## src/hdl/lc3b_types.sv

```systemverilog
`default_nettype none

package lc3b_types;

	typedef logic [15:0] lc3b_word; // data or instruction word, also a byte address
	typedef logic [2:0] lc3b_reg; // register file index
	typedef logic [2:0] lc3b_nzp; // branch condition mask
	typedef logic [8:0] lc3b_offset9; // PC-relative word offset of BR

	// opcode field, bits [15:12] of every instruction
	typedef enum logic [3:0]
	{
		op_br = 4'b0000, // conditional branch, nzp = 000 never taken
		op_add = 4'b0001,
		op_ldb = 4'b0010, // byte load
		op_stb = 4'b0011, // byte store
		op_jsr = 4'b0100, // subroutine call, JSR and JSRR
		op_and = 4'b0101,
		op_ldr = 4'b0110,
		op_str = 4'b0111,
		op_rti = 4'b1000,
		op_not = 4'b1001,
		op_ldi = 4'b1010, // indirect load, two memory trips
		op_sti = 4'b1011, // indirect store
		op_jmp = 4'b1100, // also RET when base is R7
		op_shf = 4'b1101,
		op_lea = 4'b1110,
		op_trap = 4'b1111 // system call through the trap vector table
	} lc3b_opcode;

	// BR layout
	typedef struct packed
	{
		lc3b_opcode opcode;
		lc3b_nzp nzp; // n, z, p from msb down
		lc3b_offset9 offset9;
	} lc3b_br_fmt;

	// register layout shared by ALU, load/store and JMP/JSRR
	typedef struct packed
	{
		lc3b_opcode opcode;
		lc3b_reg dest; // DR or SR depending on opcode
		lc3b_reg base; // SR1 or BaseR
		logic [5:0] rest; // imm, offset6 or SR2 with mode bits
	} lc3b_reg_fmt;

	// one fetched word, two decodings of the same bits
	typedef union packed
	{
		lc3b_br_fmt br;
		lc3b_reg_fmt rg;
	} lc3b_instr;

endpackage : lc3b_types

`default_nettype wire

```

## src/hdl/fetch_pkg.sv

```systemverilog
`default_nettype none

package fetch_pkg;

	// first fetch address out of reset
	localparam lc3b_types::lc3b_word reset_pc = 16'h0000;

	localparam lc3b_types::lc3b_word pc_step = 16'd2; // byte addressed, 16-bit instructions

endpackage : fetch_pkg

`default_nettype wire

```

## src/hdl/fetch_stall_logic.sv

```systemverilog
`timescale 1ns/1ps
`default_nettype none

module fetch_stall_logic
(
	input logic clk, // sampling clock for the checks below
	input logic rst_n,

	input logic dep_stall, // decode waits on a register dependency
	input logic decode_br_stall, // control instruction sitting in decode
	input logic execute_br_stall, // control instruction sitting in execute
	input logic execute_indirect_stall, // execute splits LDI/STI into two passes
	input logic mem_stall, // data cache busy
	input logic mem_br_stall, // control instruction sitting in memory

	input logic icache_read,
	input logic icache_resp,

	input logic leapfrog_load, // load in memory may be passed by younger work
	input logic leapfrog_stall, // memory holds something that cannot be passed
	input logic lost_leapfrog, // a passed load must be replayed

	output logic valid,
	output logic load_de,
	output logic icache_stall_int
);

	logic br_bubble; // control transfer unresolved somewhere downstream
	logic mem_hold; // memory stall that no leapfrog gets around
	logic freeze; // fetch and decode both hold still

	assign icache_stall_int = icache_read & ~icache_resp; // read out, data not back yet

	assign br_bubble = decode_br_stall
		| execute_br_stall
		| mem_br_stall;

	assign mem_hold = mem_stall & ~leapfrog_load;

	assign freeze = mem_hold
		| leapfrog_stall
		| execute_indirect_stall // EX inserts its own bubble meanwhile
		| dep_stall
		| icache_stall_int
		| lost_leapfrog;

	// weakest request first, a later match overrides an earlier one
	always_comb
	begin
		load_de = 1'b1; // default keeps the pipe moving
		valid = 1'b1;

		if (br_bubble)
		begin
			valid = 1'b0; // decode sees a bubble while the PC still steps
		end

		if (freeze)
		begin
			load_de = 1'b0; // PC and latch hold
			valid = 1'b0;
		end
	end

	// the cache answers only a read that is still outstanding
	a_resp_needs_read : assert property (
		@(posedge clk) disable iff (!rst_n)
		icache_resp |-> icache_read
	) else $error("icache response without an outstanding read");

endmodule : fetch_stall_logic

`default_nettype wire

```

## src/hdl/pc_unit.sv

```systemverilog
`timescale 1ns/1ps
`default_nettype none

module pc_unit
(
	input logic clk,
	input logic rst_n,
	input logic load_de, // fetch accepted a word this cycle
	input logic mem_br_taken, // redirect resolved in memory
	input lc3b_types::lc3b_word mem_br_target,
	output lc3b_types::lc3b_word pc
);

	import lc3b_types::*;
	import fetch_pkg::*;

	lc3b_word pc_next;

	always_comb
	begin
		if (mem_br_taken)
		begin
			pc_next = mem_br_target; // taken branch, jump, call or trap
		end
		else
		begin
			pc_next = pc + pc_step; // next sequential instruction
		end
	end

	always_ff @(posedge clk or negedge rst_n)
	begin
		if (!rst_n)
		begin
			pc <= reset_pc;
		end
		else if (load_de)
		begin
			pc <= pc_next; // frozen cycles keep the address the cache is working on
		end
	end

	// targets come from the memory stage and must stay word aligned
	a_pc_aligned : assert property (
		@(posedge clk) disable iff (!rst_n)
		pc[0] == 1'b0
	) else $error("odd fetch address %h", pc);

endmodule : pc_unit

`default_nettype wire

```

## src/hdl/icache_port.sv

```systemverilog
`timescale 1ns/1ps
`default_nettype none

module icache_port
(
	input logic clk,
	input logic rst_n,
	input lc3b_types::lc3b_word pc,
	input logic load_de, // word consumed by the latch
	input logic icache_resp,
	input lc3b_types::lc3b_word icache_rdata,
	output logic icache_read,
	output lc3b_types::lc3b_word icache_address,
	output lc3b_types::lc3b_word instr, // word handed to the latch
	output logic ctrl_flow // predecoded control transfer
);

	import lc3b_types::*;

	logic req; // read outstanding toward the cache
	logic held; // returned word parked during a freeze
	lc3b_word held_word;
	lc3b_instr word_view; // same bits as instr, decoded two ways

	always_ff @(posedge clk or negedge rst_n)
	begin
		if (!rst_n)
		begin
			req <= 1'b0;
			held <= 1'b0;
		end
		else if (load_de)
		begin
			req <= 1'b1; // also the first request out of reset
			held <= 1'b0;
		end
		else if (req && icache_resp)
		begin
			req <= 1'b0; // data back but downstream frozen
			held <= 1'b1;
		end
	end

	always_ff @(posedge clk)
	begin
		if (req && icache_resp && !load_de)
		begin
			held_word <= icache_rdata; // keep it until the freeze lifts
		end
	end

	assign icache_read = req;
	assign icache_address = pc; // pc moves only on load_de, so it holds during a wait
	assign instr = held ? held_word : icache_rdata;
	assign word_view = instr;

	// JMP, JSR, TRAP always redirect, BR only if some condition bit is set
	always_comb
	begin
		case (word_view.rg.opcode)
			op_jmp, op_jsr, op_trap: ctrl_flow = 1'b1;
			op_br: ctrl_flow = |word_view.br.nzp; // nzp 000 is a nop
			default: ctrl_flow = 1'b0;
		endcase
	end

	// relies on the stall logic freezing the PC until the response
	a_addr_stable : assert property (
		@(posedge clk) disable iff (!rst_n)
		(icache_read && !icache_resp) |=> $stable(icache_address)
	) else $error("icache address moved during a wait");

endmodule : icache_port

`default_nettype wire

```

## src/hdl/if_de_latch.sv

```systemverilog
`timescale 1ns/1ps
`default_nettype none

module if_de_latch
(
	input logic clk,
	input logic rst_n,
	input logic load_de,
	input logic valid, // low turns the captured slot into a bubble
	input logic ctrl_flow,
	input lc3b_types::lc3b_word pc,
	input lc3b_types::lc3b_word instr,
	output logic de_valid,
	output logic de_ctrl_flow,
	output lc3b_types::lc3b_word de_pc,
	output lc3b_types::lc3b_word de_instr
);

	always_ff @(posedge clk or negedge rst_n)
	begin
		if (!rst_n)
		begin
			de_valid <= 1'b0; // decode starts empty
			de_ctrl_flow <= 1'b0;
			de_pc <= '0;
			de_instr <= '0;
		end
		else if (load_de)
		begin
			de_valid <= valid;
			de_ctrl_flow <= ctrl_flow & valid; // a bubble never flags a branch
			de_pc <= pc;
			de_instr <= instr;
		end
	end

endmodule : if_de_latch

`default_nettype wire

```

## src/hdl/fetch_unit.sv

```systemverilog
`timescale 1ns/1ps
`default_nettype none

module fetch_unit
(
	input logic clk,
	input logic rst_n,
	input logic dep_stall,
	input logic decode_br_stall,
	input logic execute_br_stall,
	input logic execute_indirect_stall,
	input logic mem_stall,
	input logic mem_br_stall,
	input logic leapfrog_load,
	input logic leapfrog_stall,
	input logic lost_leapfrog,
	input logic mem_br_taken,
	input lc3b_types::lc3b_word mem_br_target,
	input logic icache_resp,
	input lc3b_types::lc3b_word icache_rdata,
	output logic icache_read,
	output lc3b_types::lc3b_word icache_address,
	output logic de_valid,
	output logic de_ctrl_flow,
	output lc3b_types::lc3b_word de_pc,
	output lc3b_types::lc3b_word de_instr
);

	import lc3b_types::*;

	lc3b_word pc; // current fetch address
	lc3b_word instr;
	logic ctrl_flow;
	logic load_de; // advance PC and latch
	logic valid;

	pc_unit pc_unit_i
	(
		.clk(clk),
		.rst_n(rst_n),
		.load_de(load_de),
		.mem_br_taken(mem_br_taken),
		.mem_br_target(mem_br_target),
		.pc(pc)
	);

	icache_port icache_port_i
	(
		.clk(clk),
		.rst_n(rst_n),
		.pc(pc),
		.load_de(load_de),
		.icache_resp(icache_resp),
		.icache_rdata(icache_rdata),
		.icache_read(icache_read),
		.icache_address(icache_address),
		.instr(instr),
		.ctrl_flow(ctrl_flow)
	);

	fetch_stall_logic fetch_stall_logic_i
	(
		.clk(clk),
		.rst_n(rst_n),
		.dep_stall(dep_stall),
		.decode_br_stall(decode_br_stall),
		.execute_br_stall(execute_br_stall),
		.execute_indirect_stall(execute_indirect_stall),
		.mem_stall(mem_stall),
		.mem_br_stall(mem_br_stall),
		.icache_read(icache_read),
		.icache_resp(icache_resp),
		.leapfrog_load(leapfrog_load),
		.leapfrog_stall(leapfrog_stall),
		.lost_leapfrog(lost_leapfrog),
		.valid(valid),
		.load_de(load_de),
		.icache_stall_int()
	);

	if_de_latch if_de_latch_i
	(
		.clk(clk),
		.rst_n(rst_n),
		.load_de(load_de),
		.valid(valid),
		.ctrl_flow(ctrl_flow),
		.pc(pc),
		.instr(instr),
		.de_valid(de_valid),
		.de_ctrl_flow(de_ctrl_flow),
		.de_pc(de_pc),
		.de_instr(de_instr)
	);

endmodule : fetch_unit

`default_nettype wire

```

## config.mk

```make
export PLATFORM = sky130hd
export DESIGN_NAME = fetch_unit
export DESIGN_NICKNAME = d
export VERILOG_FILES = /design/src/hdl/lc3b_types.sv /design/src/hdl/fetch_pkg.sv /design/src/hdl/fetch_stall_logic.sv /design/src/hdl/pc_unit.sv /design/src/hdl/icache_port.sv /design/src/hdl/if_de_latch.sv /design/src/hdl/fetch_unit.sv
export SDC_FILE = /design/constraint.sdc
export NUM_CORES = 1
export LEC_CHECK = 0
export ABC_AREA = 1
export BUFFER_PORTS_ARGS = -buffer_cell sky130_fd_sc_hd__buf_2
export CORE_MARGIN = 4
export CORE_UTILIZATION = 25
export DETAILED_ROUTE_END_ITERATION = 8
export MAX_ROUTING_LAYER = met4
export REMOVE_ABC_BUFFERS = 1
export SLEW_MARGIN = 10
export SYNTH_ARGS = -nofsm -noshare
export SYNTH_HDL_FRONTEND = slang
export SYNTH_HIERARCHICAL = 1
export SYNTH_SLANG_ARGS = --single-unit
export TNS_END_PERCENT = 20
```

## constraint.sdc

```tcl
create_clock -name clk -period 2.2 [get_ports clk]
set_input_delay 0.44 -clock clk [delete_from_list [all_inputs] [get_ports clk]]
set_output_delay 0.44 -clock clk [all_outputs]
set_load 0.005 [all_outputs]
```

Yosys cells after proc, flatten, opt, wreduce, memory -nomap -nowiden
Cells that the tools add are included.
W data, S select, Z words.
{"block": "classes", "bitwise_logic": 12, "eq_ne": 4, "n_mux": 9, "reduce_logical": 5, "addsub": 1}
{"operator": "$mux W16", "n": 2}
{"operator": "$add A16 B2 Y16 const B", "n": 1}
{"operator": "$eq A4 B4 Y1 const B", "n": 2}
{"operator": "$or A1 B1 Y1", "n": 7}
{"operator": "$mux W1", "n": 6}
{"operator": "$reduce_or A3 Y1", "n": 2}
{"operator": "$eq A4 B3 Y1 const B", "n": 1}
{"operator": "$logic_not A4 Y1", "n": 1}
{"operator": "$and A1 B1 Y1", "n": 3}
{"operator": "$logic_and A1 B1 Y1", "n": 2}
{"operator": "$ne A2 B2 Y1 const B", "n": 1}
{"operator": "$not A1 Y1", "n": 2}
{"operator": "$pmux W1 S2", "n": 1}
{"block": "word_totals", "out_inout_bits": 51, "elab_cells": 39, "reg_bits": 68, "in_bits": 45}

Logic depth before layout (Yosys ltp)
Gate-level depths: netlist (run 1).
{"block": "logic_depth", "depth_word": 9, "depth_mapped": 12, "mapped_depth_nobuf": 11}

Cells and area by module
Netlist (run 1), hierarchy kept.
{"mod": "if_de_latch", "cells_per_inst": 144, "instances": 1, "area_per_inst_um2": 1346.3}
{"mod": "pc_unit", "cells_per_inst": 159, "instances": 1, "area_per_inst_um2": 1087.3}
{"mod": "icache_port", "cells_per_inst": 120, "instances": 1, "area_per_inst_um2": 997.2}
{"mod": "fetch_stall_logic", "cells_per_inst": 18, "instances": 1, "area_per_inst_um2": 72.6}

Least setup slack after synthesis (run 1)
Ideal clock, no wire load.
{"block": "synth_timing", "kind": "input-to-reg", "startpoint": "input port mem_stall", "endpoint": "register icache_port_i.held_word[0] (enable)", "n_path_buf": 0, "t_required_ns": 1.812, "t_arrival_ns": 1.475, "path_stages": 6, "setup_time_ns": 0.388, "slack_ns": 0.337, "path_cell_list": "inv_1 nor2_1 nor2_1 nand2_1 inv_1 nor2_1"}
{"block": "synth_between", "elab_chain_len": 7}
{"element": "start: declaration", "line_no": "fetch_unit.sv:12", "rtl": "input logic mem_stall,"}
{"element": "$and A1 B1 Y1", "line_no": "fetch_stall_logic.sv:38", "rtl": "assign mem_hold = mem_stall & ~leapfrog_load;"}
{"element": "$or A1 B1 Y1", "line_no": "fetch_stall_logic.sv:41", "rtl": "| leapfrog_stall"}
{"element": "$or A1 B1 Y1", "line_no": "fetch_stall_logic.sv:42", "rtl": "| execute_indirect_stall"}
{"element": "$or A1 B1 Y1", "line_no": "fetch_stall_logic.sv:43", "rtl": "| dep_stall"}
{"element": "$or A1 B1 Y1", "line_no": "fetch_stall_logic.sv:44", "rtl": "| icache_stall_int"}
{"element": "$or A1 B1 Y1", "line_no": "fetch_stall_logic.sv:45", "rtl": "| lost_leapfrog;"}
{"element": "$logic_and A1 B1 Y1", "line_no": "icache_port.sv:46", "rtl": "if (req && icache_resp && !load_de)"}
{"element": "end signal: assignment", "line_no": "icache_port.sv:48", "rtl": "held_word <= icache_rdata;"}
{"element": "end: declaration", "line_no": "icache_port.sv:22", "rtl": "lc3b_word held_word;"}
Every way passes these cells.
A chain may end at the register's enable or synchronous reset.

Final worst setup path (run 1)
{"block": "layout_timing", "startpoint": "register icache_port_i.req (netlist: icache_port_i/icache_read)", "endpoint": "register pc_unit_i.pc[3]"}
{"block": "layout_between", "elab_chain_len": 3}
{"element": "start: declaration", "line_no": "icache_port.sv:20", "rtl": "logic req;"}
{"element": "start signal: assignment", "line_no": "icache_port.sv:29", "rtl": "req <= 1'b0;"}
{"element": "start signal: assignment", "line_no": "icache_port.sv:34", "rtl": "req <= 1'b1;"}
{"element": "start signal: assignment", "line_no": "icache_port.sv:39", "rtl": "req <= 1'b0;"}
{"element": "$and A1 B1 Y1", "line_no": "fetch_stall_logic.sv:32", "rtl": "assign icache_stall_int = icache_read & ~icache_resp;"}
{"element": "via fetch_stall_logic_i.icache_stall_int", "line_no": "fetch_stall_logic.sv:25", "rtl": "output logic icache_stall_int"}
{"element": "$or A1 B1 Y1", "line_no": "fetch_stall_logic.sv:44"}
{"element": "$or A1 B1 Y1", "line_no": "fetch_stall_logic.sv:45"}
{"element": "end signal: assignment", "line_no": "pc_unit.sv:35", "rtl": "pc <= reset_pc;"}
{"element": "end signal: assignment", "line_no": "pc_unit.sv:39", "rtl": "pc <= pc_next;"}
{"element": "end: declaration", "line_no": "pc_unit.sv:11", "rtl": "output lc3b_types::lc3b_word pc"}
The timed path passes the listed nets, and every way through them passes these cells.

==> run summary, run 1 <==
status: finished clean
Area Growth Syn to Fin: 22.6%
Max H-tree Level: 3
Clock transition at path regs: 0.06 ns
final setup fails: 0
clk_lat worst skew: 0.33 ns
first-pass GRT wire length: 15300 um
Clock Path Buffers: 2
post-CTS setup buffer count: 0
post-route cell area: 4290 um2
Tot GR Track Use: 0.124
TritonCTS Buffers: 9
Port Buf Inserts: 95
Slew Viols, Final: 0
worst-margin pin slew: 0.679 ns
Clock Skew: 0.00609 ns
Placed Area: 4010 um2
post-DP HPWL: 6930 um
Critical Path End Type: flop
Placement Rows: 42
Crit Path Max Fanout: 16
fill count: 1447
WL/cell: 13.5 um
Final period util: 0.758
post-synthesis sequential area ratio: 0.509
overall power: 4.81 mW
Layout Nets: 569
Top Ports: 96
Cells after Synth: 441
initial antenna violation count: 0
Mapped Area: 3500 um2
Util after Layout: 0.318
Worst Setup Path Type: flop to flop
Seq cells post-synth: 68
Core ar.: 13500 um2
Die Area: 16000 um2
Critical Path Start Type: flop
syn avg cell area: 7.94 um2
post-place setup slack: 0.379 ns
GP Congestion: 0.845
Post-DRT Antenna Nets: 0
Worst EP arrival: 1.93 ns
FF-to-FF Start: icache_port_i/icache_read$_DFFE_PN0P_
post-route minimum period: 1.67 ns
grt ovf: 0
CTS Hold Bufs: 0
Die H: 126 um
initial cell density of the core: 0.259
Worst Hold Class: input pin to async pin
root buf cell: clkbuf_16
fmax: 600 MHz
largest net degree at the start of global routing: 35
via/cell ratio: 4.24
Pre-Repair DR Iteration Count: 4
vias in the first global route: 3005
Worst R2R End: pc_unit_i/pc[3]$_DFFE_PN0P_
post-CTS sizing: 0
Worst R2R Setup Slack: 0.53 ns
Multi-input gate area: 1330 um2
Post-Route WL: 9480 um
post-route worst setup slack: 0.532 ns
Slew headroom: 0.547
FF+latch area: 1780 um2
R2R depth: 11
CTS tree: yes
CP required: 2.46 ns
yosys warns: 6
share of layout cells above drive strength 1: 0.269
power per cell area: 1120 nW/um2
residual DRC count: 0
unrepaired setup endpoints after global routing: no
post-synth cell types: 28
max_cap viols: 0
number of DRC markers in iteration 0: 190
leakage: 2.28 nW
Sink Count: 68
chip width: 126 um
n_diodes: 0
endpoints failing hold: 0
Peak supply drop: 0.000315 V
routed vias: 2982
==> layer usage <==
metal,vias up,GRT usage,share of wire,wire length [um]
met5,-,-,0,0
met4,0,0.0492,0.016,148
met3,11,0.0261,0.040,381
met1,1376,0.153,0.45,4280
li1,1520,-,-,-
met2,75,0.198,0.49,4670
==> worst max-delay path: stages (launching register included) <==
cell     delay, ns
dfrtp_1       0.41
inv_1         0.08
nor2_2        0.03
nor2_1        0.07
nand2_1       0.12
inv_2         0.16
inv_2         0.17
nor2_4        0.17
inv_1         0.09
a21oi_1       0.12
o21ai_0       0.10
nand3_1       0.09
==> logic make-up after synthesis <==
| kind of cell | synth area share |
|---|---|
| and+or+nand+nor | 0.345 |
| DFF | 0.509 |
| buffers and inverters | 0.112 |
| AOI/OAI and AO/OA | 0.0279 |
| xor gates and xnor gates | 0.00250 |
| adders and majority gates | 0.00357 |
==> registers in the layout (all words and copies together) (netlist names) <==
register	flops
if_de_latch_i/de_valid	1
icache_port_i/held_word	16
if_de_latch_i/de_pc	16
if_de_latch_i/de_instr	16
pc_unit_i/pc	16
if_de_latch_i/de_ctrl_flow	1
icache_port_i/held	1
icache_port_i/icache_read	1
==> through the flow <==
step	std cells	hold slack, ns	TNS, ns
6_report	704	0.154	0
5_1_grt	704	0.205	0
4_1_cts	704	0.176	0
3_5_place_dp	688	0.456	0
3_3_place_gp	688	0.453	0
2_1_floorplan	412	0.144	-3.83
==> final cells by class <==
cell class / instances / share of cell area
inverters: 38 / 0.0350
clock buffers: 11 / 0.0542
clock inverters: 5 / 0.0122
well taps: 176 / 0.0513
repair buffers: 100 / 0.122
flip-flops and latches: 68 / 0.415
multi-input cells: 306 / 0.310
==> synth_stat cells (all sizes together) <==
library cell,instances,area share
a21oi,4,0.0057
o22ai,2,0.0036
clkinv,4,0.0043
edfxtp,16,0.14
a21o,1,0.0021
o211ai,3,0.0064
dfrtp,52,0.37
nor3,1,0.0014
inv,34,0.039
nand2,222,0.25
ha,1,0.0036
buf,29,0.069
nand3,21,0.033
o21ai,7,0.010
xor2,1,0.0025
nand4,7,0.012
nor2,36,0.050
==> worst max path at each step <==
| stage | start | to | slack [ns] | cells after the start |
|---|---|---|---|---|
| 6_report | icache_port_i/icache_read$_DFFE_PN0P_ | pc_unit_i/pc[3]$_DFFE_PN0P_ | 0.53 | 11 |
| 5_1_grt | icache_port_i/icache_read$_DFFE_PN0P_ | pc_unit_i/pc[3]$_DFFE_PN0P_ | 0.35 | 11 |
| 4_1_cts | icache_port_i/icache_read$_DFFE_PN0P_ | pc_unit_i/pc[4]$_DFFE_PN0P_ | 0.51 | 10 |
| 3_5_place_dp | leapfrog_stall | pc_unit_i/pc[11]$_DFFE_PN0P_ | 0.38 | 10 |
| 3_3_place_gp | dep_stall | pc_unit_i/pc[11]$_DFFE_PN0P_ | 0.44 | 10 |
| 2_1_floorplan | mem_stall | icache_port_i/held_word[0]$_DFFE_PP_ | -0.21 | 6 |
==> cell usage in the layout (no fill, tap or decap), drive strengths merged, types with 2 or more instances in the layout <==
cell	n
buf	100
o211ai	3
o22ai	2
nand2	222
dfrtp	52
a21oi	4
nand4	7
edfxtp	16
clkinv	7
inv	34
o21ai	7
nor2	36
clkbuf	11
nand3	21
==> power by group <==
group	total (mW)	switching, mW	internal, mW
combinational	1.37	0.787	0.578
sequential	2.06	0.373	1.69
clock	1.38	0.513	0.871
(Power assumes the default switching activity.)
==> run 2: changes to the inputs <==
- clock period: 2.2 -> 1.5 ns (I/O delays scaled with it)
==> run 2 against run 1 <==
  * Core utilization up 1.4 points
  * First-iteration DRC count down 24%
  * Combinational power up 61%
  * Sequential share of layout area down 1.8 points
  * Largest power group unchanged
==> run summary, run 2 (synthesis gave the netlist of run 1 again) <==
Final period util: 0.966 (was 0.758)
n_diodes: 0 (unchanged)
R2R depth: 10 (was 11)
post-DP HPWL: 7100 um (was 6930 um)
Crit Path Max Fanout: 7 (was 16)
GR Util met3: 0.0231 (was 0.0261)
Area Growth Syn to Fin: 28.1% (was 22.6%)
Placement Rows: 42 (unchanged)
setup TNS: 0 ns (unchanged)
Clock Path Buffers: 2 (unchanged)
fill count: 1412 (was 1447)
Top Ports: 96 (unchanged)
GR Util met2: 0.199 (was 0.198)
initial cell density of the core: 0.259 (unchanged)
clk_lat worst skew: 0.33 ns (about the same)
Clock Skew: 0.00628 ns (was 0.00609 ns)
commonest cells after routing, fill and taps aside: nand2_1 (208), buf_2 (95), dfrtp_1 (51), inv_1 (30), nor2_1 (27) (was nand2_1 (209), buf_2 (95), dfrtp_1 (52), inv_1 (30), nor2_1 (27))
TritonCTS Buffers: 9 (unchanged)
Max H-tree Level: 3 (unchanged)
Port Buf Inserts: 95 (unchanged)
unrepaired setup endpoints after global routing: yes (was no)
Worst Setup Path Type: flop to flop (unchanged)
Sink Count: 68 (unchanged)
WL/cell: 13.6 um (was 13.5 um)
post-route minimum period: 1.45 ns (was 1.67 ns)
initial antenna violation count: 0 (unchanged)
residual DRC count: 0 (unchanged)
fmax: 690 MHz (was 600 MHz)
max_cap viols: 0 (unchanged)
GP Congestion: 0.835 (was 0.845)
Worst EP arrival: 1.67 ns (was 1.93 ns)
Post-Route WL: 9800 um (was 9480 um)
M1 GR Usage: 0.152 (was 0.153)
FF-to-FF Start: icache_port_i/icache_read$_DFFE_PN0P_ (unchanged)
Slew Viols, Final: 0 (unchanged)
Multi-input gate area: 1330 um2 (about the same)
Layout Nets: 587 (was 569)
cell count after placement: 700 (was 688)
Die H: 126 um (unchanged)
Worst R2R Setup Slack: 0.05 ns (was 0.53 ns)
status: finished clean (unchanged)
vias in the first global route: 3034 (was 3005)
Slew headroom: 0.702 (was 0.547)
share of layout cells above drive strength 1: 0.293 (was 0.269)
routed vias: 3104 (was 2982)
CTS tree: yes (unchanged)
worst-margin pin slew: 0.447 ns (was 0.679 ns)
Critical Path Start Type: flop (unchanged)
Tot GR Track Use: 0.125 (was 0.124)
Critical Path Start: icache_port_i/icache_read$_DFFE_PN0P_ (unchanged)
Critical Path End Type: flop (unchanged)
chip width: 126 um (unchanged)
power per cell area: 1590 nW/um2 (was 1120 nW/um2)
Worst setup endpoint: pc_unit_i/pc[11]$_DFFE_PN0P_ (was pc_unit_i/pc[3]$_DFFE_PN0P_)
root buf cell: clkbuf_16 (unchanged)
final setup fails: 0 (unchanged)
Clock transition at path regs: 0.05 ns (was 0.06 ns)
endpoints failing hold: 0 (unchanged)
via/cell ratio: 4.30 (was 4.24)
Non-Filler Instances: 722 (was 704)
Post-DRT Antenna Nets: 0 (unchanged)
FF+latch area: 1780 um2 (about the same)
leakage: 2.38 nW (was 2.28 nW)
Die Area: 16000 um2 (unchanged)
gr busiest metal: met2 (unchanged)
Worst Hold Class: input pin to flop (was input pin to async pin)
commonest non-fill, non-tap cell in the layout: nand2_1 (unchanged)
Worst R2R End: pc_unit_i/pc[11]$_DFFE_PN0P_ (was pc_unit_i/pc[3]$_DFFE_PN0P_)
Pre-Repair DR Iteration Count: 4 (unchanged)
Util after Layout: 0.332 (was 0.318)
overall power: 7.15 mW (was 4.81 mW)
Peak supply drop: 0.000452 V (was 0.000315 V)
Core ar.: 13500 um2 (unchanged)
first-pass GRT wire length: 15400 um (was 15300 um)
grt ovf: 0 (unchanged)
number of DRC markers in iteration 0: 144 (was 190)
largest net degree at the start of global routing: 37 (was 35)
CP required: 1.72 ns (was 2.46 ns)
run 2: how the worst min path moves through the flow:
stage / slack, ns / end / cells past startpoint / from
detailed placement: 0.28 / if_de_latch_i/de_instr[0]$_DFFE_PN0P_ / 1 / rst_n
finish: 0.16 / icache_port_i/held_word[1]$_DFFE_PP_ / 1 / icache_rdata[1]
floorplan: 0.004 / icache_port_i/held$_DFFE_PN0P_ / 0 / rst_n
CTS: 0.15 / icache_port_i/held_word[1]$_DFFE_PP_ / 1 / icache_rdata[1]
global placement: 0.26 / if_de_latch_i/de_instr[7]$_DFFE_PN0P_ / 1 / rst_n
global route: 0.16 / icache_port_i/held_word[1]$_DFFE_PP_ / 1 / icache_rdata[1]
run 2: layout make-up:
cell class                 count  share of cell area
sequential                    68               0.397
inverter                      38              0.0346
tap                          176              0.0491
timing repair buffer         118               0.161
clock buffer                  14              0.0588
clock inverter                 2             0.00223
multi-input combinational    306               0.297
run 2: repair_timing:
| item | in CTS | in global routing |
|---|---|---|
| gates cloned | 0 | 1 |
| hold buffers | 1 | 0 |
| hold endpoints to repair | 16 | 0 |
| buffers inserted | 0 | 4 |
| gates resized for setup | 1 | 6 |
| endpoints found under the setup margin | 1 | 14 |
| pin swaps | 0 | 1 |
run 2: worst max-delay path: stages (launching register included):
cell,delay (ns)
dfrtp_1,0.38
inv_1,0.07
nor2_2,0.03
nor2_1,0.10
nand2_2,0.10
inv_6,0.12
buf_12,0.11
nand2_4,0.04
buf_4,0.16
o22ai_1,0.15
nor2_1,0.07
run 2: report_power, final:
| group | total (mW) | internal [mW] | leakage, nW | switching (mW) |
|---|---|---|---|---|
| clock | 1.95 | 1.20 | 0.137 | 0.750 |
| sequential | 2.98 | 2.48 | 0.806 | 0.499 |
| combinational | 2.21 | 0.980 | 1.44 | 1.23 |
run 2: stage by stage:
stage / setup WS, ns / cell area (um2) / hold slack (ns)
after floorplan: -0.862 / 3260 / 0.00441
after detailed placement: -0.0347 / 4120 / 0.278
final: 0.0505 / 4490 / 0.158
after global routing: -0.0748 / 4490 / 0.158
after global placement: 0.0177 / 4120 / 0.264
after CTS: 0.0365 / 4410 / 0.145
run 2: per-layer routing:
layer / routed length [um] / share of wire / vias to the layer above
met4: 204 / 0.021 / 0
met2: 4830 / 0.49 / 88
met5: 0 / 0 / -
met1: 4300 / 0.44 / 1454
met3: 466 / 0.048 / 14
li1: - / - / 1548
